`src/hdl/mem_types_pkg.sv`:
```
// Local memory bus types
// Wishbone classic request/response structs and memory bank geometry
package mem_types_pkg;

   // ============================================================
   // Memory bank geometry
   // ============================================================

   // Word address width, one bank of 256 words
   localparam int MEM_ADDR_W   = 8;
   localparam int MEM_DATA_W   = 32;
   // One select bit per byte lane
   localparam int MEM_SEL_W    = 4;
   localparam int MEM_DEPTH    = 256;

   // Flop stages in the internal reset synchronizer
   localparam int RST_SYNC_LEN = 2;

   // ============================================================
   // Wishbone classic structs
   // ============================================================

   // Master to slave, held stable from stb rise until ack
   typedef struct packed {
      logic                  cyc;
      logic                  stb;
      logic                  we;
      logic [MEM_ADDR_W-1:0] adr;
      logic [MEM_DATA_W-1:0] dat;
      logic [MEM_SEL_W-1:0]  sel;
   } wb_req_t;

   // Slave to master, ack is a single-cycle strobe
   typedef struct packed {
      logic                  ack;
      logic [MEM_DATA_W-1:0] dat;
   } wb_rsp_t;

endpackage
```
`src/hdl/wb_arbiter.sv`:
```
// Wishbone arbiter
// Round-robin between two masters, grant held for a whole bus cycle
`timescale 1ns/1ps

module wb_arbiter
(
   input  logic                   Clk_100,
   input  logic                   rst_n,
   input  mem_types_pkg::wb_req_t m0_req,
   input  mem_types_pkg::wb_req_t m1_req,
   output mem_types_pkg::wb_rsp_t m0_rsp,
   output mem_types_pkg::wb_rsp_t m1_rsp,
   output mem_types_pkg::wb_req_t s_req,
   input  mem_types_pkg::wb_rsp_t s_rsp
);

   // Registered grant, 0 = host bridge, 1 = copy engine
   logic gnt_q;
   // Master served by the last acknowledged cycle
   logic last_q;
   // Effective grant for this cycle
   logic sel;
   logic gnt_cyc;
   logic other_cyc;
   logic last_cyc;

   // ============================================================
   // Grant selection
   // ============================================================

   assign gnt_cyc   = gnt_q ? m1_req.cyc : m0_req.cyc;
   assign other_cyc = last_q ? m0_req.cyc : m1_req.cyc;
   assign last_cyc  = last_q ? m1_req.cyc : m0_req.cyc;

   // Decided in the same cycle so a free bus costs no extra cycle
   always_comb
   begin
      if (gnt_cyc)
         sel = gnt_q;
      else if (other_cyc)
         sel = ~last_q;
      else if (last_cyc)
         sel = last_q;
      else
         sel = gnt_q;
   end

   always_ff @(posedge Clk_100 or negedge rst_n)
   begin
      if (!rst_n)
      begin
         gnt_q  <= 1'b0;
         last_q <= 1'b1;
      end
      else
      begin
         gnt_q <= sel;
         if (s_rsp.ack)
            last_q <= sel;
      end
   end

   // ============================================================
   // Bus muxing
   // ============================================================

   assign s_req = sel ? m1_req : m0_req;

   // Ungranted master sees ack low and no data
   always_comb
   begin
      m0_rsp.ack = s_rsp.ack & ~sel;
      m0_rsp.dat = sel ? '0 : s_rsp.dat;
      m1_rsp.ack = s_rsp.ack & sel;
      m1_rsp.dat = sel ? s_rsp.dat : '0;
   end

endmodule

```
`config.mk`:
```
export PLATFORM = sky130hd
export DESIGN_NAME = wb_arbiter
export DESIGN_NICKNAME = d
export VERILOG_FILES = /design/src/hdl/mem_types_pkg.sv /design/src/hdl/wb_arbiter.sv
export SDC_FILE = /design/constraint.sdc
export NUM_CORES = 1
export LEC_CHECK = 0
export BUFFER_PORTS_ARGS = -buffer_cell sky130_fd_sc_hd__buf_2
export CAP_MARGIN = 20
export CORE_AREA = 2 2 94 96
export DETAILED_ROUTE_END_ITERATION = 10
export DIE_AREA = 0 0 96 98
export GPL_TIMING_DRIVEN = 1
export SYNTH_ARGS = -nofsm -noshare
export SYNTH_HDL_FRONTEND = slang
export SYNTH_SLANG_ARGS = --single-unit
```
`constraint.sdc`:
```
create_clock -name Clk_100 -period 2.3 [get_ports Clk_100]
set_clock_uncertainty 0.15 [all_clocks]
set_input_delay 0.345 -clock Clk_100 [delete_from_list [all_inputs] [get_ports Clk_100]]
set_output_delay 0.345 -clock Clk_100 [all_outputs]
set_load 0.005 [all_outputs]
```
After elaboration in Yosys (flattened, before gate mapping)
Index checks and enable logic that the tools add are counted.

Flip-flop bits (word level): 2. Input port bits: 129. Output and inout bits: 113. Logic and storage cells: 15.

Mux-type cells: 9. Bitwise logic cells: 4.

Operator list (number): 32-bit 2-to-1 mux (2); 47-bit 2-to-1 mux (1); 1-bit 2-to-1 mux (6); 1-bit AND (2); 1-bit NOT (2).

Logic depth before layout (Yosys ltp)
Word-level depth: 6. Gate-level depth with buffers: 5. Gate-level depth less buffers: 4.

Worst setup path after synthesis
Ideal clock, no wire load.

Kind: input-to-output. Start point: input m1_req[46] (netlist name). End point: output s_req[39] (netlist name). Arrival: 1.324 ns. Data required time: 1.805 ns. Slack: 0.481 ns. Cell stages on the path: 4. Buffers on the path: 1. Cell sequence: nand2b_1 > a21oi_4 > buf_4 > mux2_2.

RTL lines: start: declaration (line wb_arbiter.sv:10) `input mem_types_pkg::wb_req_t m1_req,`; end: declaration (line wb_arbiter.sv:13) `output mem_types_pkg::wb_req_t s_req,`.

==> summary.txt <==
Final layout
  • Largest regs: gnt_q x1
  • Diodes inserted: 0
  • Seq. cell area: 25.02 sq um
  • Fin nets: about 500
  • Final Non-Filler Cells: between 400 and 500
  • Area of the multi-input gates: about 970 sq um
  • # fillers: between 900 and 1,000
  • Largest reg by FF count: gnt_q
  • Area grow syn2layout: 120.9%
  • Share of layout cells above drive strength 1: 80.61%
  • Util after Layout: about 28%
  • Post-route cell area: around 2400 sq um
  • Max reg flops: 1

Clock tree
  • CTS clk-pin slew, worst paths: 0 ns
  • Post-CTS Setup Repair Bufs: 0
  • Worst skew pair latency: 0 ns

Routing
  • DRC violations left: 0
  • Length of routed wiring on met1: between 1500 and 2000 um
  • Detailed Routing Iterations Pass 1: 4
  • Final ANT Viol Nets: 0
  • Met3 wire len: 588 um
  • Vias per Instance: 3.821
  • Avg WL per Cell: 10.83 um
  • Wire length on met2: 2681 um
  • DR vias: between 1,500 and 2,000
  • Post-Route WL: approximately 5100 um
  • DRT iter0 DRCs: 16
  • Max Used Layer: met3

Floorplanning
  • Die area: about 9400 sq um
  • Die width: between 90 and 100 um
  • Io pins: about 240
  • Core area: about 8500 sq um
  • FP Rows: 34
  • Die Y: between 90 and 100 um
  • Initial Util: 12.67%

Critical path
  • R2R Setup Slk: ~0.96 ns
  • Reg2reg start: gnt_q$_DFF_PN0_
  • Critical Path Source: m1_req[46]
  • CP startpoint kind: primary input
  • CP endpoint kind: primary output
  • Critical Path AT: between 1.5 and 2 ns
  • Crit path capture: s_req[41]
  • Worst r2r path cells: 3
  • Worst path required time: between 1.5 and 2 ns
  • Crit-path max FO: 80
  • RR Endpoint: gnt_q$_DFF_PN0_
  • Kind of critical path: in -> out

Synthesis
  • Most numerous cell in the Yosys netlist: and2_1
  • Sequential cell area fraction in the yosys report: around 2.3%
  • Yosys top cell by area: mux2_2
  • Synth async-reset ratio: 100.0%
  • Top post-synthesis cells by count: and2_1 (66), mux2_2 (46), buf_6 (4), clkbuf_1 (4)
  • Synth area leaders: mux2_2 (48%), and2_1 (39%), buf_6 (4.2%)
  • Netlist cell types: 13
  • Number of synthesized register bits: 1
  • Syn Area/Cell: about 8.3 sq um
  • Number of flops mapped to enable cells by yosys: 0
  • Gate Count Post-Synth: roughly 130
  • Syn. warnings: 0
  • Share of the synthesized area in the top cell type: between 40% and 50%
  • Syn Nets: about 260
  • Synthesized area: about 1100 sq um
  • Synth Flop Type: dfrtp_1

Placed design
  • Placed Cells: roughly 470
  • Port Buffers: 241
  • Pre-CTS WS: around 0.035 ns
  • Routability cong.: slightly above 0.7
  • Placed Instance Area: roughly 2400 sq um
  • HPWL after DPL: roughly 4500 um

Timing
  • Unrepaired setup endpoints after global routing: false
  • FMAX: ~460 MHz
  • Slew Limit Fails: 0
  • Setup WS post-layout: roughly 0.11 ns
  • Final hold violations: 0
  • Final Cycle Share: 95.24%
  • Final worst path period need: between 2 and 2.5 ns
  • Min Hold Slack: 0.5276 ns
  • Final setup violation count: 0
  • Worst Max-Slew Pin Slew: ~0.35 ns
  • Total Neg Setup Slack: 0 ns
  • Slew headroom: around three quarters

Outcome
  • Status: completed

Global routing
  • Initial antenna violation count: 0
  • Global-route wire length before repair: a little over 7000 um
  • Overflow after GRT: 0
  • Vias in the first global route: 1,583
  • All-Layer GR Usage: a little under a tenth
  • Maximum number of pins on one net before global-route repair: 81

Power and ir drop
  • Switching Fraction: roughly 39%
  • Design Power: roughly 600 uW
  • VDD IR max: around 0.18 mV
  • Switch Pwr: 233.8 uW
  • Flop pwr share: 3.6%
  • Gate power share: a little over nine tenths
  • Internal cell power: 364.8 uW
  • Clk pwr share: 0%
  • Pwr per Cell Area: between 200 and 300 nW/um^2
  • Leak: 1.396 nW

Flow run
  • Max Cap Violations: 0

Hold path
  • Worst hold path type: in -> async
[layout make-up]
type	instances	share of cell area [%]
Inverter	1	0.2641
Multi-Input combinational cell	116	40.78
Sequential cell	1	1.057
Tap cell	108	5.705
Timing Repair Buffer	243	52.19
[cells by family (layout without fill, tap and decap cells)]
group / count (synthesis) / in the layout / share of synthesized area, %
AND/OR/NAND/NOR: 69 / 69 / 40.26
multiplexers: 46 / 46 / 48.31
buffers and inverters: 12 / 244 / 7.583
AO/OA/AOI/OAI: 1 / 1 / 1.517
flip-flops: 1 / 1 / 2.333
[layer usage]
| metal | track usage, % | vias to the layer above |
|---|---|---|
| met5 | 0 | - |
| met4 | 0 | 0 |
| met3 | 0.5401 | 0 |
| met2 | 19.28 | 129 |
| met1 | 9.739 | 773 |
| li1 | - | 890 |
[repair_timing]
action	CTS	global route
endpoints found under the setup margin	0	33
hold endpoints to repair	1	0
resized for setup	0	2
hold buffers	1	0
[critical path, stage by stage]
cell and delay [ns]:
buf_2 0.11, nand2b_1 0.17, a21oi_4 0.17, buf_12 0.31, mux2_2 0.39, buf_2 0.14
[worst min-delay path by stage]
stage / from / slack, ns / end
after global routing: rst_n / 0.55 / gnt_q$_DFF_PN0_
final: rst_n / 0.53 / gnt_q$_DFF_PN0_
after floorplan: rst_n / -0.10 / gnt_q$_DFF_PN0_
after CTS: rst_n / 0.55 / gnt_q$_DFF_PN0_
after global placement: rst_n / -0.02 / gnt_q$_DFF_PN0_
after detailed placement: rst_n / -0.02 / gnt_q$_DFF_PN0_
[placed cells by master, fill, tap and decap left out]
master and count:
and2_1 66, mux2_2 46, dlygate4sd3_1 1, or2_2 1, inv_4 1, buf_12 1, nand2b_1 1, dfrtp_1 1
a21oi_4 1, buf_2 241, nor2b_1 1
[power by group through the flow]
stage	clock (mW)	sequential, mW	combinational, mW
after global routing	0	0.0218	0.640
after detailed placement	0	0.0215	0.584
after global placement	0	0.0215	0.575
final	0	0.0214	0.577
after CTS	0	0.0215	0.588
after floorplan	0	0.0214	0.289
Power figures use the tool's default switching activity.
