==> config.mk <==
export PLATFORM = sky130hd
export DESIGN_NAME = copy_engine
export DESIGN_NICKNAME = d
export VERILOG_FILES = /design/src/hdl/mem_types_pkg.sv /design/src/hdl/plat_types_pkg.sv /design/src/hdl/copy_engine.sv
export SDC_FILE = /design/constraint.sdc
export NUM_CORES = 1
export LEC_CHECK = 0
export ABC_AREA = 1
export BUFFER_PORTS_ARGS = -buffer_cell sky130_fd_sc_hd__buf_2
export CORE_AREA = 2 2 83 93
export CTS_CLUSTER_DIAMETER = 40
export DETAILED_ROUTE_END_ITERATION = 8
export DIE_AREA = 0 0 85 95
export GPL_TIMING_DRIVEN = 0
export PLACE_DENSITY_LB_ADDON = 0.2
export SYNTH_ARGS = -nofsm -noshare
export SYNTH_HDL_FRONTEND = slang
export SYNTH_SLANG_ARGS = --single-unit
export TNS_END_PERCENT = 30
==> constraint.sdc <==
create_clock -name Clk_100 -period 5.1 [get_ports Clk_100]
set_input_delay 0 -clock Clk_100 [delete_from_list [all_inputs] [get_ports Clk_100]]
set_output_delay 0 -clock Clk_100 [all_outputs]
set_load 0.01 [all_outputs]
==> src/hdl/mem_types_pkg.sv <==
// Local memory bus types
// Wishbone classic request/response structs and memory bank geometry
package mem_types_pkg;

   // ============================================================
   // Memory bank geometry
   // ============================================================

   // Word address width, one bank of 256 words
   localparam int MEM_ADDR_W   = 8;
   localparam int MEM_DATA_W   = 32;
   // One select bit per byte lane
   localparam int MEM_SEL_W    = 4;
   localparam int MEM_DEPTH    = 256;

   // Flop stages in the internal reset synchronizer
   localparam int RST_SYNC_LEN = 2;

   // ============================================================
   // Wishbone classic structs
   // ============================================================

   // Master to slave, held stable from stb rise until ack
   typedef struct packed {
      logic                  cyc;
      logic                  stb;
      logic                  we;
      logic [MEM_ADDR_W-1:0] adr;
      logic [MEM_DATA_W-1:0] dat;
      logic [MEM_SEL_W-1:0]  sel;
   } wb_req_t;

   // Slave to master, ack is a single-cycle strobe
   typedef struct packed {
      logic                  ack;
      logic [MEM_DATA_W-1:0] dat;
   } wb_rsp_t;

endpackage
==> src/hdl/plat_types_pkg.sv <==
// Platform channel types
// Host MMIO request/response and copy command formats for the shell
package plat_types_pkg;

   // Copy length field width, in words
   localparam int COPY_CNT_W = 8;

   // ============================================================
   // Host channel
   // ============================================================

   // Host operation code
   typedef enum logic {
      HOST_READ  = 1'b0,
      HOST_WRITE = 1'b1
   } host_op_e;

   // One MMIO request, word addressed
   typedef struct packed {
      host_op_e                                op;
      logic [mem_types_pkg::MEM_ADDR_W-1:0]    adr;
      logic [mem_types_pkg::MEM_DATA_W-1:0]    dat;
      logic [mem_types_pkg::MEM_SEL_W-1:0]     sel;
   } host_req_t;

   // Result, valid for exactly one cycle
   // Data is zero for writes
   typedef struct packed {
      logic                                    valid;
      logic [mem_types_pkg::MEM_DATA_W-1:0]    dat;
   } host_rsp_t;

   // ============================================================
   // Accelerator command
   // ============================================================

   // Block copy from src_adr to dst_adr, count words
   typedef struct packed {
      logic [mem_types_pkg::MEM_ADDR_W-1:0]    src_adr;
      logic [mem_types_pkg::MEM_ADDR_W-1:0]    dst_adr;
      logic [COPY_CNT_W-1:0]                   count;
   } copy_cmd_t;

endpackage

==> src/hdl/copy_engine.sv <==
// Word copy engine
// Accelerator that moves a block of words over the shared bus, one read then one write
`timescale 1ns/1ps

module copy_engine
(
   input  logic                      Clk_100,
   input  logic                      rst_n,
   input  plat_types_pkg::copy_cmd_t copy_cmd,
   input  logic                      copy_cmd_valid,
   output logic                      copy_cmd_ready,
   output logic                      copy_done,
   output mem_types_pkg::wb_req_t    wb_m,
   input  mem_types_pkg::wb_rsp_t    wb_s
);

   import plat_types_pkg::*;
   import mem_types_pkg::*;

   typedef enum logic [1:0] {
      CP_IDLE,
      CP_READ,
      CP_WRITE,
      CP_FINISH
   } cp_state_e;

   cp_state_e             state_q;
   // Bus cycle in progress
   logic                  cyc_q;
   logic [MEM_ADDR_W-1:0] src_q;
   logic [MEM_ADDR_W-1:0] dst_q;
   // Words still to copy
   logic [COPY_CNT_W-1:0] cnt_q;
   // Word in flight between read and write
   logic [MEM_DATA_W-1:0] data_q;

   // ============================================================
   // Copy FSM
   // ============================================================

   always_ff @(posedge Clk_100 or negedge rst_n)
   begin
      if (!rst_n)
      begin
         state_q <= CP_IDLE;
         cyc_q   <= 1'b0;
         src_q   <= '0;
         dst_q   <= '0;
         cnt_q   <= '0;
      end
      else
      begin
         case (state_q)
            CP_IDLE:
            begin
               if (copy_cmd_valid)
               begin
                  src_q   <= copy_cmd.src_adr;
                  dst_q   <= copy_cmd.dst_adr;
                  cnt_q   <= copy_cmd.count;
                  // Zero length goes straight to the done pulse
                  cyc_q   <= (copy_cmd.count != '0);
                  state_q <= (copy_cmd.count != '0) ? CP_READ : CP_FINISH;
               end
            end
            CP_READ:
            begin
               if (!cyc_q)
               begin
                  cyc_q <= 1'b1;
               end
               else if (wb_s.ack)
               begin
                  // cyc drops for one cycle so the arbiter may switch
                  cyc_q   <= 1'b0;
                  state_q <= CP_WRITE;
               end
            end
            CP_WRITE:
            begin
               if (!cyc_q)
               begin
                  cyc_q <= 1'b1;
               end
               else if (wb_s.ack)
               begin
                  cyc_q   <= 1'b0;
                  src_q   <= src_q + 1'b1;
                  dst_q   <= dst_q + 1'b1;
                  cnt_q   <= cnt_q - 1'b1;
                  state_q <= (cnt_q == COPY_CNT_W'(1)) ? CP_FINISH : CP_READ;
               end
            end
            CP_FINISH:
            begin
               state_q <= CP_IDLE;
            end
            default:
            begin
               state_q <= CP_IDLE;
            end
         endcase
      end
   end

   // Read data holding register
   always_ff @(posedge Clk_100)
   begin
      if (state_q == CP_READ && cyc_q && wb_s.ack)
         data_q <= wb_s.dat;
   end

   // ============================================================
   // Outputs
   // ============================================================

   assign copy_cmd_ready = (state_q == CP_IDLE);
   assign copy_done      = (state_q == CP_FINISH);

   // Destination writes always use all byte lanes
   always_comb
   begin
      wb_m.cyc = cyc_q;
      wb_m.stb = cyc_q;
      wb_m.we  = (state_q == CP_WRITE);
      wb_m.adr = (state_q == CP_WRITE) ? dst_q : src_q;
      wb_m.dat = data_q;
      wb_m.sel = '1;
   end

endmodule

# After elaboration in Yosys (flattened, before gate mapping)
# Cells that the tools add are included.
# W data, S select, Z words.
# classes
addsub	3
eq_ne	9
n_mux	25
reduce_logical	10
# op_table
cell	count
$mux W8	10
$pmux W8 S2	3
$add A8 B1 Y8 const B	2
$mux W2	7
$eq A8 B1 Y1 const B	1
$pmux W2 S4	1
$reduce_bool A8 Y1	1
$sub A8 B1 Y8 const B	1
$ne A2 B2 Y1 const B	3
$reduce_and A5 Y1	1
$eq A2 B2 Y1 const B	2
$ne A2 B1 Y1 const B	2
$reduce_and A4 Y1	1
$reduce_bool A2 Y1	2
$mux W1	3
$eq A2 B1 Y1 const B	1
$logic_and A1 B1 Y1	2
$logic_not A2 Y1	1
$pmux W1 S2	1
$reduce_and A2 Y1	1
$reduce_or A2 Y1	1
# totals
register_bits	59
output_inout_bits	49
word_cells	53

# Longest topological paths before layout
# logic_depth
depth_word	5
ltp_mapped	9
ltp_nobuf	9

# Worst setup path after synthesis
# OpenSTA, ideal clock, no wires.
# synth_timing
kind	flip-flop to flip-flop
from	register state_q[1]
to	register data_q[0] (enable)
setup_ns	0.421
arrival_ns	2.050
required_ns	4.679
slack_ns	2.629
stages_incl_launch_ff	5
n_path_buf	0
synth_period_minus_slack_ns	2.471
path_cell_list	dfrtp_1 inv_1 ha_1 inv_1 nor2_1
# synth_between
elab_chain_cells	3
# synth_lines
item	line_no	text
start: declaration	copy_engine.sv:27	cp_state_e state_q;
start signal: assignment	copy_engine.sv:63	state_q <= (copy_cmd.count != '0) ? CP_READ : CP_FINISH;
start signal: assignment	copy_engine.sv:91	state_q <= (cnt_q == COPY_CNT_W'(1)) ? CP_FINISH : CP_READ;
$eq A2 B1 Y1	copy_engine.sv:109	if (state_q == CP_READ && cyc_q && wb_s.ack)
$logic_and A1 B1 Y1 (2 in series)	copy_engine.sv:109	
end signal: assignment	copy_engine.sv:110	data_q <= wb_s.dat;
end: declaration	copy_engine.sv:35	logic [MEM_DATA_W-1:0] data_q;
# No other way between the ends.
# A chain may end at the register's enable or synchronous reset.

==> flow_metrics.py <==
metrics = {
    "finish": {
        "drive_above_1_share_pct": 27.8,
        "syn2layout_area_growth_pct": 44.9,
        "layout.cells.most_common_list": "buf_2 (107), nand2_1 (89), nor2_1 (50)",
        "fillers": 644,
        "postLayoutCellArea_mm2": 0.00431,
        "multi_input_area_mm2": 0.00111,
        "seq_area_mm2": 0.00164,
        "final_common_cell": "buf_2",
        "instances_no_fill": 597,
        "n_antenna_cell": 0,
        "layout.nets": 574,
    },
    "drt": {
        "ant_nets": 0,
        "drtIter0Drc": 104,
        "wl_per_cell_um": 13.4,
        "num_vias": 2813,
        "firstDrtPassIters": 4,
        "via_per_inst": 4.71,
        "remaining_drc_errors": 0,
        "wl_um": 7990,
    },
    "sta": {
        "period_share_pct": 38.2,
        "fin_skew_ns": 0.00749,
        "tightest_slew_ns": 0.653,
        "rsz0062_at_grt": "no",
        "slew_viol_final": 0,
        "fin_setup_tns_ns": 0,
        "period_needed_ns": 1.95,
        "hold_viol": 0,
        "slew_headroom_pct": 56.5,
        "hold_slack_ns": 0.0120,
        "fmax_mhz": 513,
        "report.final.setup_viol": 0,
    },
    "clock_network": {
        "cts_sinks": 59,
        "worstSkewPairLatency_ns": 0.34,
        "cts-buffers-inserted": 9,
        "clockBufferDepth": 2,
        "cts_root_buf": "clkbuf_8",
        "clk_transition_reported_paths_ns": 0.07,
        "htreeDepth": 3,
        "cts_tree": "done",
        "cts_setup_buffers": 0,
    },
    "worst_setup_path": {
        "cp_data_required_time_ns": 5.10,
        "critical_path.max_fanout": 10,
        "path_class": "reg -> out",
        "critPathCaptureType": "output port",
        "cp.buffers_inverters": 4,
        "crit_top_cell": "nand2_1",
        "crit_family": "buffers and inverters",
        "crit_path_cell_trace": "inv_1 -> ha_1 -> inv_2 -> clkbuf_1 -> nand2_1 -> nand2_1 -> buf_2",
        "slowest_delay_ns": 0.43,
        "cp_slowest_cell": "clkbuf_1",
        "start_kind": "flip-flop",
        "worstPathArrival_ns": 1.95,
    },
    "power": {
        "leakage_nw": 2.09,
        "power_density_mw_per_mm2": 541,
        "vdd_ir_drop_max_v": 0.000354,
        "report.power.total_mw": 2.33,
    },
    "synth": {
        "yosys.area_share.adder_pct": 3.78,
        "seq_area_frac_synth_pct": 55.0,
        "synth_cell_types": 27,
        "avgSynthCellArea_um2": 8.75,
        "syn-cell-area_mm2": 0.00298,
        "synth_top_family_by_area": "simple AND/OR/NAND/NOR gates",
        "yosys_warnings": 0,
        "ys_ff_latch": 59,
        "muxShareOfSynthArea_pct": 0,
        "synth-simple-area-share_pct": 23.0,
        "synth_compound_area_share_pct": 9.33,
        "syn_inst": 340,
        "synth_xor_xnor_area_share_pct": 0.588,
    },
    "die": {
        "io_pins": 109,
        "fp.dieW_um": 85,
        "dieArea_mm2": 0.00808,
        "rows": 33,
        "fp.dieH_um": 95,
        "start_util_pct": 41.2,
        "coreArea_mm2": 0.00723,
    },
    "flow_run": {
        "maxCapViolCount": 0,
    },
    "global_routing": {
        "antenna_found_initial": 0,
        "grt_start_max_net_pins": 28,
        "grt_overflow": 0,
        "grt_pass1_wl_um": 12800,
        "grt_pass1_vias": 2702,
        "gr-usage-all-layers_pct": 20.5,
    },
    "placed_design": {
        "placed_cells": 535,
        "port-buffer-count": 104,
        "hpwl_um": 5400,
        "globalplace.congestion": 0.869,
        "dpl_cell_area_mm2": 0.00363,
    },
    "hold_path": {
        "min_path_type": "in -> reg",
    },
    "outcome": {
        "status": "finished, final reports clean",
    },
}
[Yosys cell counts, drive strengths merged]
master / number / area, µm²
inv: 34 / 128
o21a: 3 / 22.5
a21oi: 10 / 50.1
nor3: 1 / 5.00
nand2: 90 / 340
ha: 9 / 113
o31ai: 2 / 25.0
conb: 1 / 3.75
a31oi: 1 / 6.26
nand3: 22 / 123
dfrtp: 27 / 676
clkbuf: 3 / 11.3
edfxtp: 32 / 961
o211ai: 1 / 7.51
xor2: 2 / 17.5
nor2: 51 / 191
o22ai: 1 / 6.26
nand4: 3 / 18.8
or2: 1 / 6.26
buf: 14 / 105
o21ai: 32 / 160
[worst paths after layout]
| path | cells past startpoint | from | endpoint | slack, ns |
|---|---|---|---|---|
| setup / recovery | 7 | state_q[0]$_DFFE_PN0P_ | wb_m[37] | 3.15 |
| hold / removal | 5 | copy_cmd[1] | cnt_q[1]$_DFFE_PN0P_ | 0.01 |
| setup reg to reg | 5 | state_q[1]$_DFFE_PN0P_ | data_q[22]$_DFFE_PP_ | 3.27 |
| hold reg to reg | 2 | src_q[7]$_DFFE_PN0P_ | src_q[7]$_DFFE_PN0P_ | 0.49 |
| max in group asynchronous | 2 | rst_n | cyc_q$_DFFE_PN0P_ | 4.45 |
| min in group asynchronous | 2 | rst_n | cnt_q[1]$_DFFE_PN0P_ | 0.22 |
[routing by layer]
layer / track usage, % / vias up / wire (µm)
li1: - / 1423 / -
met1: 25.8 / 1257 / 3520
met2: 34.5 / 123 / 3710
met3: 4.81 / 10 / 648
met4: 7.41 / 0 / 112
met5: 0 / - / 0
[state kept, by name (all words and copies together), names as in the netlist]
name     flops
data_q      32
cnt_q        8
dst_q        8
src_q        8
state_q      2
cyc_q        1
[per-stage QoR]
step / util, % / worst slack [ns]
CTS: 59.7 / 3.12
global placement: 50.1 / 2.20
floorplan: - / 2.63
detailed placement: 50.3 / 3.27
finish: 59.7 / 3.15
global route: 59.7 / 2.97
[where the power goes]
part / internal [mW] / switching (mW) / total [mW]
Combinational: 0.416 / 0.656 / 1.07
Sequential: 0.668 / 0.128 / 0.796
Clock: 0.273 / 0.190 / 0.463
Total: 1.36 / 0.973 / 2.33
[timing repair]
item                      4_1_cts  5_1_grt
hold buffers                   46        0
gates resized for setup         0        0
hold endpoints to repair       72        0
[worst reg2reg max path, delay by kind of cell (launching register included)]
family,cells,cell delay [ns]
adders and majority gates,1,0.19
DFF,1,0.43
buffers and inverters,3,0.43
and+or+nand+nor,1,0.47
[cell families after synthesis]
kind of cell	count (synthesis)
compound gates	50
xor+xnor	2
fa+ha+maj	9
buf+inv	51
flops	59
other cells	1
simple gates	168
[area by class of cell]
type / instances / area share, %
clock buffers: 9 / 2.87
plain buffers: 17 / 2.70
clock inverters: 7 / 2.15
multi-input cells: 233 / 25.7
repair buffers: 151 / 23.1
flip-flops and latches: 59 / 38.0
well taps: 87 / 2.52
inverters: 34 / 2.96
Power figures use the tool's default switching activity.
