### src/hdl/mem_types_pkg.sv
// Local memory bus types
// Wishbone classic request/response structs and memory bank geometry
package mem_types_pkg;

   // ============================================================
   // Memory bank geometry
   // ============================================================

   // Word address width, one bank of 256 words
   localparam int MEM_ADDR_W   = 8;
   localparam int MEM_DATA_W   = 32;
   // One select bit per byte lane
   localparam int MEM_SEL_W    = 4;
   localparam int MEM_DEPTH    = 256;

   // Flop stages in the internal reset synchronizer
   localparam int RST_SYNC_LEN = 2;

   // ============================================================
   // Wishbone classic structs
   // ============================================================

   // Master to slave, held stable from stb rise until ack
   typedef struct packed {
      logic                  cyc;
      logic                  stb;
      logic                  we;
      logic [MEM_ADDR_W-1:0] adr;
      logic [MEM_DATA_W-1:0] dat;
      logic [MEM_SEL_W-1:0]  sel;
   } wb_req_t;

   // Slave to master, ack is a single-cycle strobe
   typedef struct packed {
      logic                  ack;
      logic [MEM_DATA_W-1:0] dat;
   } wb_rsp_t;

endpackage
### src/hdl/plat_types_pkg.sv
// Platform channel types
// Host MMIO request/response and copy command formats for the shell
package plat_types_pkg;

   // Copy length field width, in words
   localparam int COPY_CNT_W = 8;

   // ============================================================
   // Host channel
   // ============================================================

   // Host operation code
   typedef enum logic {
      HOST_READ  = 1'b0,
      HOST_WRITE = 1'b1
   } host_op_e;

   // One MMIO request, word addressed
   typedef struct packed {
      host_op_e                                op;
      logic [mem_types_pkg::MEM_ADDR_W-1:0]    adr;
      logic [mem_types_pkg::MEM_DATA_W-1:0]    dat;
      logic [mem_types_pkg::MEM_SEL_W-1:0]     sel;
   } host_req_t;

   // Result, valid for exactly one cycle
   // Data is zero for writes
   typedef struct packed {
      logic                                    valid;
      logic [mem_types_pkg::MEM_DATA_W-1:0]    dat;
   } host_rsp_t;

   // ============================================================
   // Accelerator command
   // ============================================================

   // Block copy from src_adr to dst_adr, count words
   typedef struct packed {
      logic [mem_types_pkg::MEM_ADDR_W-1:0]    src_adr;
      logic [mem_types_pkg::MEM_ADDR_W-1:0]    dst_adr;
      logic [COPY_CNT_W-1:0]                   count;
   } copy_cmd_t;

endpackage

### src/hdl/host_mmio_bridge.sv
// Host MMIO bridge
// Turns one host request at a time into a Wishbone classic cycle
`timescale 1ns/1ps

module host_mmio_bridge
(
   input  logic                     Clk_100,
   input  logic                     rst_n,
   input  plat_types_pkg::host_req_t host_req,
   input  logic                     host_req_valid,
   output logic                     host_req_ready,
   output plat_types_pkg::host_rsp_t host_rsp,
   output mem_types_pkg::wb_req_t   wb_m,
   input  mem_types_pkg::wb_rsp_t   wb_s
);

   import plat_types_pkg::*;
   import mem_types_pkg::*;

   typedef enum logic [1:0] {
      HB_IDLE,
      HB_BUS,
      HB_RESP
   } hb_state_e;

   hb_state_e             state_q;
   // Latched request, payload only
   host_req_t             req_q;
   // Read data captured on ack
   logic [MEM_DATA_W-1:0] rd_q;

   // ============================================================
   // Control FSM
   // ============================================================

   always_ff @(posedge Clk_100 or negedge rst_n)
   begin
      if (!rst_n)
      begin
         state_q <= HB_IDLE;
      end
      else
      begin
         case (state_q)
            HB_IDLE:
            begin
               if (host_req_valid)
                  state_q <= HB_BUS;
            end
            HB_BUS:
            begin
               // Dropping out of HB_BUS releases cyc/stb right after ack
               if (wb_s.ack)
                  state_q <= HB_RESP;
            end
            HB_RESP:
            begin
               state_q <= HB_IDLE;
            end
            default:
            begin
               state_q <= HB_IDLE;
            end
         endcase
      end
   end

   // Request latch and read data capture
   always_ff @(posedge Clk_100)
   begin
      if (state_q == HB_IDLE && host_req_valid)
         req_q <= host_req;
      if (state_q == HB_BUS && wb_s.ack)
      begin
         // Writes return zero data
         rd_q <= (req_q.op == HOST_WRITE) ? '0 : wb_s.dat;
      end
   end

   // ============================================================
   // Outputs
   // ============================================================

   assign host_req_ready = (state_q == HB_IDLE);

   // Bus signals follow the state, stable for the whole cycle
   always_comb
   begin
      wb_m.cyc = (state_q == HB_BUS);
      wb_m.stb = (state_q == HB_BUS);
      wb_m.we  = (req_q.op == HOST_WRITE);
      wb_m.adr = req_q.adr;
      wb_m.dat = req_q.dat;
      wb_m.sel = req_q.sel;
   end

   assign host_rsp.valid = (state_q == HB_RESP);
   assign host_rsp.dat   = rd_q;

endmodule

### config.mk
export PLATFORM = sky130hd
export DESIGN_NAME = host_mmio_bridge
export DESIGN_NICKNAME = d
export VERILOG_FILES = /design/src/hdl/mem_types_pkg.sv /design/src/hdl/plat_types_pkg.sv /design/src/hdl/host_mmio_bridge.sv
export SDC_FILE = /design/constraint.sdc
export NUM_CORES = 1
export LEC_CHECK = 0
export ABC_AREA = 1
export ABC_CLOCK_PERIOD_IN_PS = 2500
export BUFFER_PORTS_ARGS = -buffer_cell sky130_fd_sc_hd__clkbuf_2
export CAP_MARGIN = 20
export CORE_ASPECT_RATIO = 0.6
export CORE_MARGIN = 4
export CORE_UTILIZATION = 42
export DETAILED_ROUTE_END_ITERATION = 12
export MAX_ROUTING_LAYER = met4
export PLACE_DENSITY = 0.82
export SETUP_SLACK_MARGIN = 0.02
export SLEW_MARGIN = 0
export SYNTH_ARGS = -nofsm -noshare
export SYNTH_HDL_FRONTEND = slang
export SYNTH_SLANG_ARGS = --single-unit
### constraint.sdc
create_clock -name Clk_100 -period 2.5 [get_ports Clk_100]
set_input_delay 0.375 -clock Clk_100 [delete_from_list [all_inputs] [get_ports Clk_100]]
set_output_delay 0.375 -clock Clk_100 [all_outputs]
set_load 0.01 [all_outputs]
Word level (Yosys, flattened, before mapping)
Cells that the tools add are included.
{"block": "word_totals", "latchBits": 0, "register_bits": 79, "elab_cells": 17, "inputBits": 81, "rom_bits": 0, "out_inout_bits": 81, "n_memories": 0, "ramBits": 0}
{"block": "op_classes", "shift": 0, "n_reduce_logical": 4, "n_lt_le_gt_ge": 0, "n_addsub": 0, "bitwise_logic": 0, "mux": 3, "n_div": 0, "mul": 0, "n_eq_ne": 4}
{"operator": "$mux W2", "n": 2}
{"operator": "$pmux W2 S2", "n": 1}
{"operator": "$eq A2 B1 Y1 const B", "n": 1}
{"operator": "$eq A2 B2 Y1 const B", "n": 1}
{"operator": "$logic_and A1 B1 Y1", "n": 2}
{"operator": "$logic_not A2 Y1", "n": 1}
{"operator": "$ne A2 B1 Y1 const B", "n": 1}
{"operator": "$ne A2 B2 Y1 const B", "n": 1}
{"operator": "$reduce_and A2 Y1", "n": 1}

Logic depth before layout (Yosys ltp)
Gate-level depths: netlist of run 1.
{"block": "depth", "ltp_word": 3, "depth_mapped": 4, "mapped_depth_nobuf": 3}

Worst setup path after synthesis of run 1
OpenSTA, ideal clock, no wires.
{"block": "synth_path", "path_kind": "register -> register", "start": "register state_q[1]", "end": "register rd_q[0], enable pin", "n_path_buf": 0, "setup_time_ns": 0.421, "slack_ns": 0.207, "stages_incl_launch_ff": 4, "required_time_ns": 2.079, "arrival_time_ns": 1.872, "period_less_slack_ns": 2.293, "path_cell_list": "dfrtp_1 inv_1 nand2_1 nor2_1"}
{"block": "synth_via", "elab_chain_cells": 2}
{"item": "start: declaration", "line_no": "host_mmio_bridge.sv:26", "source": "hb_state_e state_q;"}
{"item": "start signal: assignment", "line_no": "host_mmio_bridge.sv:40", "source": "state_q <= HB_IDLE;"}
{"item": "start signal: assignment", "line_no": "host_mmio_bridge.sv:48", "source": "state_q <= HB_BUS;"}
{"item": "start signal: assignment", "line_no": "host_mmio_bridge.sv:54", "source": "state_q <= HB_RESP;"}
{"item": "$eq A2 B1 Y1", "line_no": "host_mmio_bridge.sv:73", "source": "if (state_q == HB_BUS && wb_s.ack)"}
{"item": "$logic_and A1 B1 Y1", "line_no": "host_mmio_bridge.sv:73"}
{"item": "end signal: assignment", "line_no": "host_mmio_bridge.sv:76", "source": "rd_q <= (req_q.op == HOST_WRITE) ? '0 : wb_s.dat;"}
{"item": "end: declaration", "line_no": "host_mmio_bridge.sv:30", "source": "logic [MEM_DATA_W-1:0] rd_q;"}
No other way between the ends.
A chain may end at the register's enable or synchronous reset.

Worst setup path in the final report of run 1
{"block": "layout_path", "start": "register req_q (netlist bit wb_m[44])", "end": "output port wb_m[44] in the netlist's numbering"}
{"item": "start: declaration", "line_no": "host_mmio_bridge.sv:28", "source": "host_req_t req_q;"}
{"item": "start signal: assignment", "line_no": "host_mmio_bridge.sv:72", "source": "req_q <= host_req;"}
{"item": "end: declaration", "line_no": "host_mmio_bridge.sv:13", "source": "output mem_types_pkg::wb_req_t wb_m,"}
No word-level cell between the ends.

==> results.tsv, run 1 <==
stage	metric	value	unit
final_layout	antenna_cells	0	
sta	maxSlewHeadroom	64.0	%
placed_design	pre_cts_slack	0.989	ns
synth	netlist_instances	159	
placed_design	numPortBuffers	161	
cts	cts_sinks	79	
worst_setup_path	arrival	1.17	ns
route	via_per_inst	4.16	
floorplanning	ioPinCount	162	
sta	min_period_over_period	61.8	%
sta	setup_viol	0	
final_layout	fin_util	62.3	%
synth	ys_top_cells_by_count	77 x edfxtp_1, 36 x inv_1, 36 x nor2_1	
worst_setup_path	crit_buf_inv	2	
floorplanning	die-area	0.00779	mm2
synth	synth_cell_types	8	
cts	clk_latency	0.34	ns
route	via_count	1749	
route	finalWirelength	5.57	mm
job	drv_cap	0	
worst_setup_path	cp_top_family	buffers and inverters	
sta	worst_pin_slew	0.541	ns
synth	yosysTopAreaCell	edfxtp_1	
pwr	pwr-share-seq	51.8	%
final_layout	fin_area	0.00384	mm2
synth	synth-edff-count	77	
cts	cts_inserted_buffers	9	
grt	grt_pass1_vias	1832	
final_layout	nets	412	
grt	grt_pass1_wl	8.81	mm
cts	clk_pin_slew	0.08	ns
worst_setup_path	cp_max_fo	33	
pwr	pwr-share-comb	14.4	%
cts	clockBufferDepth	2	
pwr	p_clk_share	33.8	%
cts	root_buffer	clkbuf_8	
grt	antenna_found_initial	0	
cts	cts_tree	done	
sta	setup_tns	0	ns
synth	yosysWarnings	0	
worst_setup_path	crit_path_cell_trace	buf_4, clkbuf_2	
sta	hold_violations	0	
placed_design	dpl-instance-area	0.00358	mm2
synth	syn_area	0.00269	mm2
route	first_pass_iters	4	
grt	grtUsageTotal	15.2	%
worst_setup_path	start_kind	flop	
worst_setup_path	crit_slowest_cell	edfxtp_1	
pwr	p_sw_share	23.9	%
pwr	power.density	864	mW/mm2
worst_setup_path	worstSetupEndpointType	output port	
synth	syn-num-nets	240	
synth	yosysMostFrequentCell	edfxtp_1	
cts	cts_resized	0	
pwr	internal_power	2.52	mW
worst_setup_path	max_stage_delay	0.33	ns
sta	report.final.slew_viol_count	0	
worst_hold_path	hp-class	in -> reg	
grt	overflow	0	
pwr	power.switching	0.794	mW
cts	htree_levels	3	
floorplanning	num_rows	22	
final_layout	drive_above_1_share	53.6	%
synth	async_flop_share	2.53	%
sta	fmax	648	MHz
synth	ys_seq_elements	79	
outcome	status	finished, final reports clean	
final_layout	syn_to_final_growth	42.7	%
sta	clock-skew-final	0.00948	ns
pwr	ir_drop	0.000411	V
sta	setup_ws	0.956	ns
synth	synthTopCellsByArea	edfxtp_1 86%, inv_1 5.0%, nor2_1 5.0%	
synth	seq_area_frac_synth	87.8	%
route	wl_per_cell	13.3	um
final_layout	num-fill-cells	504	
placed_design	hpwlAfterDp	4.28	mm
floorplanning	die_y	70.0	um
placed_design	gp_congestion	0.732	
route	drt_iter0_drc	73	
sta	period_needed	1.54	ns
worst_setup_path	critPathKind	reg -> out	
route	drc	0	
cts	hold_buffers	1	
synth	avgSynthCellArea	16.9	um2
worst_setup_path	required	2.12	ns
floorplanning	initial_utilization	43.6	%
floorplanning	die_width	111	um
route	ant_nets	0	
sta	rsz0062_at_grt	false	
grt	grt_max_degree	46	
synth	synthFlopType	edfxtp_1	
synth	synth.top_cell.area_share	86.0	%
pwr	p_leak	1.83	nW
floorplanning	coreArea	0.00617	mm2
cts	cts_setup_buffers	0	
-- metrics by stage --
stage          cells  hold slack [ns]  power (mW)
3_5_place_dp     403            0.168        2.24
2_1_floorplan    159           0.0794        1.99
3_3_place_gp     403            0.161        2.22
6_report         420            0.202        3.32
4_1_cts          420            0.178        3.37
5_1_grt          420            0.169        3.48
-- final cells by class --
class                           instances  area (um2)  area share, %
Clock buffer                           10         128           3.32
Clock inverter                          6         116           3.03
Inverter                               36         135           3.52
Multi-Input combinational cell         40         154           4.01
Sequential cell                        79        2360           61.5
Tap cell                               84         105           2.74
Timing Repair Buffer                  165         838           21.8
-- path summary, 6_finish.rpt --
path                       slack [ns]  depth (start not counted)                     end                   start
setup / recovery                 0.96                          2                wb_m[44]      wb_m[44]$_DFFE_PP_
hold / removal                   0.20                          1      wb_m[41]$_DFFE_PP_            host_req[41]
setup reg to reg                 0.99                          4      wb_m[18]$_DFFE_PP_  state_q[0]$_DFFE_PN0P_
hold reg to reg                  0.56                          2  state_q[0]$_DFFE_PN0P_  state_q[0]$_DFFE_PN0P_
max in group asynchronous        2.03                          2  state_q[0]$_DFFE_PN0P_                   rst_n
min in group asynchronous        0.36                          2  state_q[1]$_DFFE_PN0P_                   rst_n
-- registers in the layout, indices dropped and copies added, names as in the netlist --
| signal | flops |
|---|---|
| rd_q | 32 |
| wb_m | 45 |
| state_q | 2 |
-- metal layers --
metal / part of all wire [%] / wire, um / global-route usage [%]
met5: 0 / 0 / -
met2: 51 / 2840 / 24.4
met3: 9.0 / 502 / 6.41
met4: 0.90 / 50 / 5.26
met1: 39 / 2170 / 17.4
-- worst reg2reg max path: cells and delay by family, from the launching register on --
kind / cells / cell delay (ns)
buffers and inverters: 2 / 0.49
flip-flops: 1 / 0.41
AND/OR/NAND/NOR: 2 / 0.23
-- cells by family (layout without fill, tap and decap cells) --
| family | count (synthesis) | after routing | share of synthesized area, % |
|---|---|---|---|
| buf+inv | 40 | 217 | 6.56 |
| flops | 79 | 79 | 87.8 |
| simple gates | 40 | 40 | 5.63 |
-- cell usage in the layout, fill, tap and decap left out, drive strengths merged --
cell type	synthesis	routed
bufinv	0	3
clkinv	0	2
clkbuf	0	171
nor2	36	36
edfxtp	77	77
buf	4	3
nand2	3	3
nand3	1	1
inv	36	37
dfrtp	2	2
dlygate4sd3	0	1
-- power groups by stage --
stage / logic, mW / clock network [mW] / registers (mW)
CTS: 0.490 / 1.16 / 1.72
floorplan: 0.151 / 0 / 1.84
finish: 0.478 / 1.12 / 1.72
global placement: 0.475 / 0 / 1.74
global route: 0.528 / 1.22 / 1.74
detailed placement: 0.488 / 0 / 1.75
Note: power is estimated with default switching activity, not from simulation.
==> run 2, diff against run 1 <==
- ABC_CLOCK_PERIOD_IN_PS: 2500 -> 1340
- CORE_UTILIZATION: 42 -> 38
- PLACE_DENSITY: 0.82 -> 0.79
- clock period: 2.5 -> 1.34 ns (I/O delays scaled with it)
==> run 2 against run 1 <==
Power rose by 110%. Register-to-register slack worse by 0.96 ns. First-iteration DRC count rose by 55%. Hold slack got worse by 0.16 ns. Via count up 3.9%. Combinational power rose by 120%. Critical path depth up 2. Non-clock buffer count increased by 3. Clock skew is 0.0045 ns lower. Flip-flop and latch count unchanged. Die area up 9.5%. Critical path type is now reg -> reg. Largest cell class unchanged.
==> results.tsv, run 2 (synthesized netlist as in run 1, its figures left out) <==
stage	metric	value	unit	change
outcome	status	finished, final reports clean		
sta	hold_violations	0		unchanged
final_layout	nets	415		+0.73%
grt	grt_pass1_vias	1804		-1.5%
route	first_pass_iters	4		unchanged
final_layout	fin_cells	426		+1.4%
final_layout	final_cell_mix	161 x clkbuf_2, 77 x edfxtp_1, 34 x nor2_1, 33 x inv_1, 10 x clkbuf_16		
worst_setup_path	rrSetupSlack	0.03	ns	-0.96 ns
worst_hold_path	min_to	wb_m[39]$_DFFE_PP_		
cts	cts_sinks	79		unchanged
floorplanning	die-area	0.00853	mm2	+9.5%
pwr	power.density	1700	mW/mm2	+97%
pwr	fin_total_pwr	6.82	mW	+110%
worst_hold_path	hp-class	in -> reg		
grt	grt_pass1_wl	9.09	mm	+3.2%
worst_setup_path	crit-reg2reg-launch	state_q[0]$_DFFE_PN0P_		
placed_design	gp_congestion	0.717		-2.1%
worst_setup_path	critPathKind	reg -> reg		
worst_hold_path	min_path_cells	1		unchanged
floorplanning	coreArea	0.00676	mm2	+9.7%
cts	root_buffer	clkbuf_16		
cts	clk_pin_slew	0.06	ns	-0.02 ns
sta	report.final.slew_viol_count	0		unchanged
grt	overflow	0		unchanged
final_layout	drive_above_1_share	55.8	%	+2.2 points
placed_design	hpwlAfterDp	4.67	mm	+9.1%
pwr	p_leak	1.90	nW	+3.6%
worst_setup_path	start_kind	flop		
cts	htree_levels	3		unchanged
sta	worst_pin_slew	0.180	ns	-0.361 ns
grt	antenna_found_initial	0		unchanged
job	drv_cap	0		unchanged
worst_setup_path	worstSetupEndpointType	flop		
sta	fmax	764	MHz	
route	via_count	1818		+3.9%
route	drt_iter0_drc	113		+55%
sta	setup_viol	0		unchanged
final_layout	final_common_cell	clkbuf_2		
pwr	ir_drop	0.00105	V	+160%
route	drc	0		unchanged
floorplanning	die_y	73.2	um	+4.6%
worst_setup_path	required	1.38	ns	-0.74 ns
worst_hold_path	min_from	host_req[39]		
sta	rsz0062_at_grt	true		
floorplanning	initial_utilization	39.8	%	-3.9 points
grt	grtUsageTotal	14.9	%	-0.31 points
cts	clk_latency	0.33	ns	about the same
grt	grt_max_degree	34		-26%
worst_setup_path	arrival	1.35	ns	+0.18 ns
final_layout	antenna_cells	0		unchanged
route	finalWirelength	6.09	mm	+9.3%
cts	cts_tree	done		
floorplanning	ioPinCount	162		unchanged
final_layout	syn_to_final_growth	49.3	%	
route	ant_nets	0		unchanged
sta	setup_tns	0	ns	unchanged
cts	cts_setup_buffers	0		unchanged
sta	period_needed	1.31	ns	
cts	clockBufferDepth	2		unchanged
worst_setup_path	cp_max_fo	16		-52%
sta	min_period_over_period	97.7	%	
final_layout	largest_reg_flops	45		unchanged
placed_design	numPortBuffers	161		unchanged
cts	cts_inserted_buffers	9		unchanged
floorplanning	num_rows	23		+4.5%
placed_design	dp.cells	408		+1.2%
sta	clock-skew-final	0.00501	ns	-0.00447 ns
final_layout	num-fill-cells	547		+8.5%
sta	maxSlewHeadroom	88.0	%	+24 points
route	via_per_inst	4.27		+2.5%
worst_setup_path	rr_worst_depth	4		unchanged
route	wl_per_cell	14.3	um	+7.8%
sta	worst_hold_slack	0.0472	ns	-0.155 ns
worst_setup_path	reg2reg_to	wb_m[10]$_DFFE_PP_		
floorplanning	die_width	117	um	+4.8%
[run 2: changes by cell type in the layout (fill, tap and decap cells not counted), sizes merged]
cell / previous run / this run
buf: 3 / 5
bufinv: 3 / 2
clkbuf: 171 / 173
clkinvlp: 0 / 2
inv: 37 / 35
[run 2: worst max-delay path: stages (launching register included)]
cell and delay [ns]:
dfrtp_1 0.42, nor2_2 0.16, nand2_2 0.09, clkinvlp_4 0.15, clkbuf_16 0.20
[run 2: worst max-delay path by stage]
stage | from | slack (ns) | to
2_1_floorplan | state_q[0]$_DFFE_PN0P_ | -0.21 | wb_m[0]$_DFFE_PP_
3_3_place_gp | state_q[0]$_DFFE_PN0P_ | 0.11 | wb_m[15]$_DFFE_PP_
3_5_place_dp | state_q[0]$_DFFE_PN0P_ | 0.05 | wb_m[9]$_DFFE_PP_
4_1_cts | state_q[0]$_DFFE_PN0P_ | 0.03 | wb_m[15]$_DFFE_PP_
5_1_grt | state_q[0]$_DFFE_PN0P_ | -0.02 | wb_m[24]$_DFFE_PP_
6_report | state_q[0]$_DFFE_PN0P_ | 0.03 | wb_m[10]$_DFFE_PP_
[run 2: where the power goes]
part,switching (mW),total (mW),internal (mW),leakage (nW)
logic,0.607,1.03,0.425,0.990
clock network,0.896,2.58,1.68,0.156
registers,0.0946,3.21,3.12,0.751
[run 2: cell type report]
cell class                 instances  area (um2)  area share (%)
tap                               87         109            2.71
inverter                          36         139            3.46
clock buffer                      11         243            6.04
timing repair buffer             168         916            22.8
clock inverter                     5        81.3            2.02
multi-input combinational         40         166            4.14
sequential                        79        2360            58.8
[run 2: repair_timing]
item,in CTS,in global routing
cloned,0,1
endpoints found under the hold margin,2,0
hold buffers,1,0
setup endpoints to repair,2,35
resized for setup,2,1
[run 2: stage by stage]
stage / utilization (%) / cell area [um2] / setup WS (ns)
after global placement: 54.0 / 3650 / 0.107
final: 59.4 / 4020 / 0.0310
after global routing: 59.4 / 4020 / -0.0239
after detailed placement: 54.0 / 3650 / 0.0545
after CTS: 59.0 / 3990 / 0.0341
after floorplan: - / 2710 / -0.206
[run 2: layer usage]
layer / track usage [%] / up-vias / part of all wire (%)
met5: - / - / 0
met2: 22.7 / 94 / 48
met3: 5.14 / 7 / 9.6
met1: 18.3 / 847 / 41
met4: 6.11 / 0 / 1.2
li1: - / 870 / -
==> run 3, diff against run 2 <==
- ABC_CLOCK_PERIOD_IN_PS: 1340 -> 1600
- CORE_UTILIZATION: 38 -> 46
- PLACE_DENSITY: 0.79 -> default
- PLACE_DENSITY_LB_ADDON: default -> 0.08
- clock period: 1.34 -> 1.6 ns (I/O delays scaled with it)
==> run 3 against run 2 <==
Power decreased by 28%. Clock skew rose by 0.0012 ns. Utilization is 9.0 points higher. Final cell count decreased by 1.9%. Worst setup slack improved by 0.17 ns. Critical path type is now reg -> out.
==> results.tsv, run 3 (synthesized netlist as in run 1, its figures left out) <==
stage	metric	value	unit	change
grt	grt_pass1_wl	7.96	mm	-13%
final_layout	num-fill-cells	432		-21%
placed_design	numPortBuffers	161		unchanged
cts	root_buffer	clkbuf_8		
grt	antenna_found_initial	0		unchanged
sta	rsz0062_at_grt	false		
final_layout	drive_above_1_share	54.7	%	-1.0 points
worst_setup_path	rrSetupSlack	0.32	ns	+0.29 ns
worst_setup_path	required	1.36	ns	-0.02 ns
floorplanning	ioPinCount	162		unchanged
placed_design	hpwlAfterDp	4.22	mm	-9.6%
worst_setup_path	rr_worst_depth	4		unchanged
sta	worst_pin_slew	0.191	ns	+0.0114 ns
final_layout	syn_to_final_growth	42.9	%	
cts	cts_inserted_buffers	9		unchanged
worst_setup_path	reg2reg_to	wb_m[38]$_DFFE_PP_		
pwr	p_leak	1.82	nW	-4.0%
final_layout	final-seq-area	0.00236	mm2	unchanged
final_layout	nets	414		-0.24%
grt	overflow	0		unchanged
route	drc	0		unchanged
final_layout	antenna_cells	0		unchanged
pwr	ir_drop	0.000710	V	-33%
final_layout	multi_input_area	164	um2	-1.5%
route	first_pass_iters	4		unchanged
cts	clk_latency	0.33	ns	about the same
sta	min_period_over_period	87.4	%	
sta	fmax	715	MHz	
sta	clock-skew-final	0.00622	ns	+0.00122 ns
route	wl_per_cell	13.1	um	-8.3%
sta	setup_tns	0	ns	unchanged
worst_hold_path	min_from	host_req[35]		
worst_hold_path	min_to	wb_m[35]$_DFFE_PP_		
job	drv_cap	0		unchanged
worst_setup_path	arrival	1.16	ns	-0.19 ns
floorplanning	die-area	0.00718	mm2	-16%
sta	setup_viol	0		unchanged
final_layout	largest_reg_flops	45		unchanged
floorplanning	initial_utilization	47.8	%	+8.1 points
worst_hold_path	hp-class	in -> reg		
cts	cts_setup_buffers	0		unchanged
grt	grt_max_degree	37		+8.8%
worst_hold_path	min_path_cells	1		unchanged
final_layout	final_cell_mix	161 x clkbuf_2, 77 x edfxtp_1, 35 x inv_1, 34 x nor2_1, 10 x clkbuf_8		
sta	hold_violations	0		unchanged
pwr	fin_total_pwr	4.92	mW	-28%
outcome	status	finished, final reports clean		
grt	grt_pass1_vias	1655		-8.3%
floorplanning	num_rows	21		-8.7%
cts	htree_levels	3		unchanged
worst_setup_path	critPathKind	reg -> out		
floorplanning	coreArea	0.00562	mm2	-17%
sta	period_needed	1.40	ns	
route	finalWirelength	5.48	mm	-10%
route	via_per_inst	4.15		-2.7%
floorplanning	die_width	107	um	-8.5%
pwr	power.density	1280	mW/mm2	-25%
route	ant_nets	0		unchanged
cts	cts_sinks	79		unchanged
worst_setup_path	worstSetupEndpointType	output port		
placed_design	gp_congestion	0.808		+13%
worst_setup_path	cp_max_fo	3		-13
route	drt_iter0_drc	49		-57%
worst_setup_path	crit-reg2reg-launch	state_q[0]$_DFFE_PN0P_		
grt	grtUsageTotal	15.7	%	+0.81 points
cts	cts_tree	done		
route	via_count	1736		-4.5%
final_layout	final_common_cell	clkbuf_2		
sta	report.final.slew_viol_count	0		unchanged
worst_setup_path	start_kind	flop		
sta	maxSlewHeadroom	87.2	%	-0.76 points
floorplanning	die_y	67.2	um	-8.1%
cts	clk_pin_slew	0.08	ns	+0.02 ns
cts	clockBufferDepth	2		unchanged
run 3: layout make-up:
cell class              count  area share (%)
clock inverters             5            1.53
flip-flops and latches     79            61.5
clock buffers              11            3.68
inverters                  36            3.61
repair buffers            167            22.9
well taps                  80            2.60
multi-input cells          40            4.26
run 3: how the worst max path moves through the flow:
stage | from | end | slack, ns | cells after the start
2_1_floorplan | state_q[0]$_DFFE_PN0P_ | wb_m[0]$_DFFE_PP_ | 0.05 | 3
3_3_place_gp | state_q[0]$_DFFE_PN0P_ | wb_m[37]$_DFFE_PP_ | 0.37 | 4
3_5_place_dp | state_q[0]$_DFFE_PN0P_ | wb_m[30]$_DFFE_PP_ | 0.33 | 4
4_1_cts | state_q[1]$_DFFE_PN0P_ | wb_m[46] | 0.19 | 4
5_1_grt | state_q[1]$_DFFE_PN0P_ | wb_m[45] | 0.11 | 4
6_report | state_q[1]$_DFFE_PN0P_ | wb_m[45] | 0.20 | 4
run 3: metrics by stage:
stage	hold WS (ns)	setup slack, ns	area, um2	util, %	instances
after global placement	0.0278	0.371	3630	64.6	401
after global routing	0.0431	0.110	3840	68.4	418
after detailed placement	0.0273	0.334	3630	64.6	401
after CTS	0.0603	0.189	3840	68.4	418
after floorplan	-0.0556	0.0537	2710	-	159
final	0.0794	0.201	3840	68.4	418
run 3: what timing repair did:
item,4_1_cts,5_1_grt
hold buffers,1,0
hold endpoints to repair,2,0
resized for setup,0,0
run 3: per-layer routing:
layer  GRT usage [%]  up-vias  wire length, um
met4            5.74        0               51
met3            6.78        4              525
met5               -        -                0
met1            19.3      777             2300
li1                -      869                -
met2            23.5       86             2600
run 3: report_power, final:
part	internal, mW	switching [mW]
registers	2.61	0.0735
logic	0.321	0.486
clock network	0.764	0.665
total	3.69	1.22
run 3: worst max-delay path: stages, from the launching register on:
cell	delay, ns
dfrtp_1	0.39
inv_1	0.09
nand2_1	0.12
inv_1	0.10
clkbuf_2	0.13
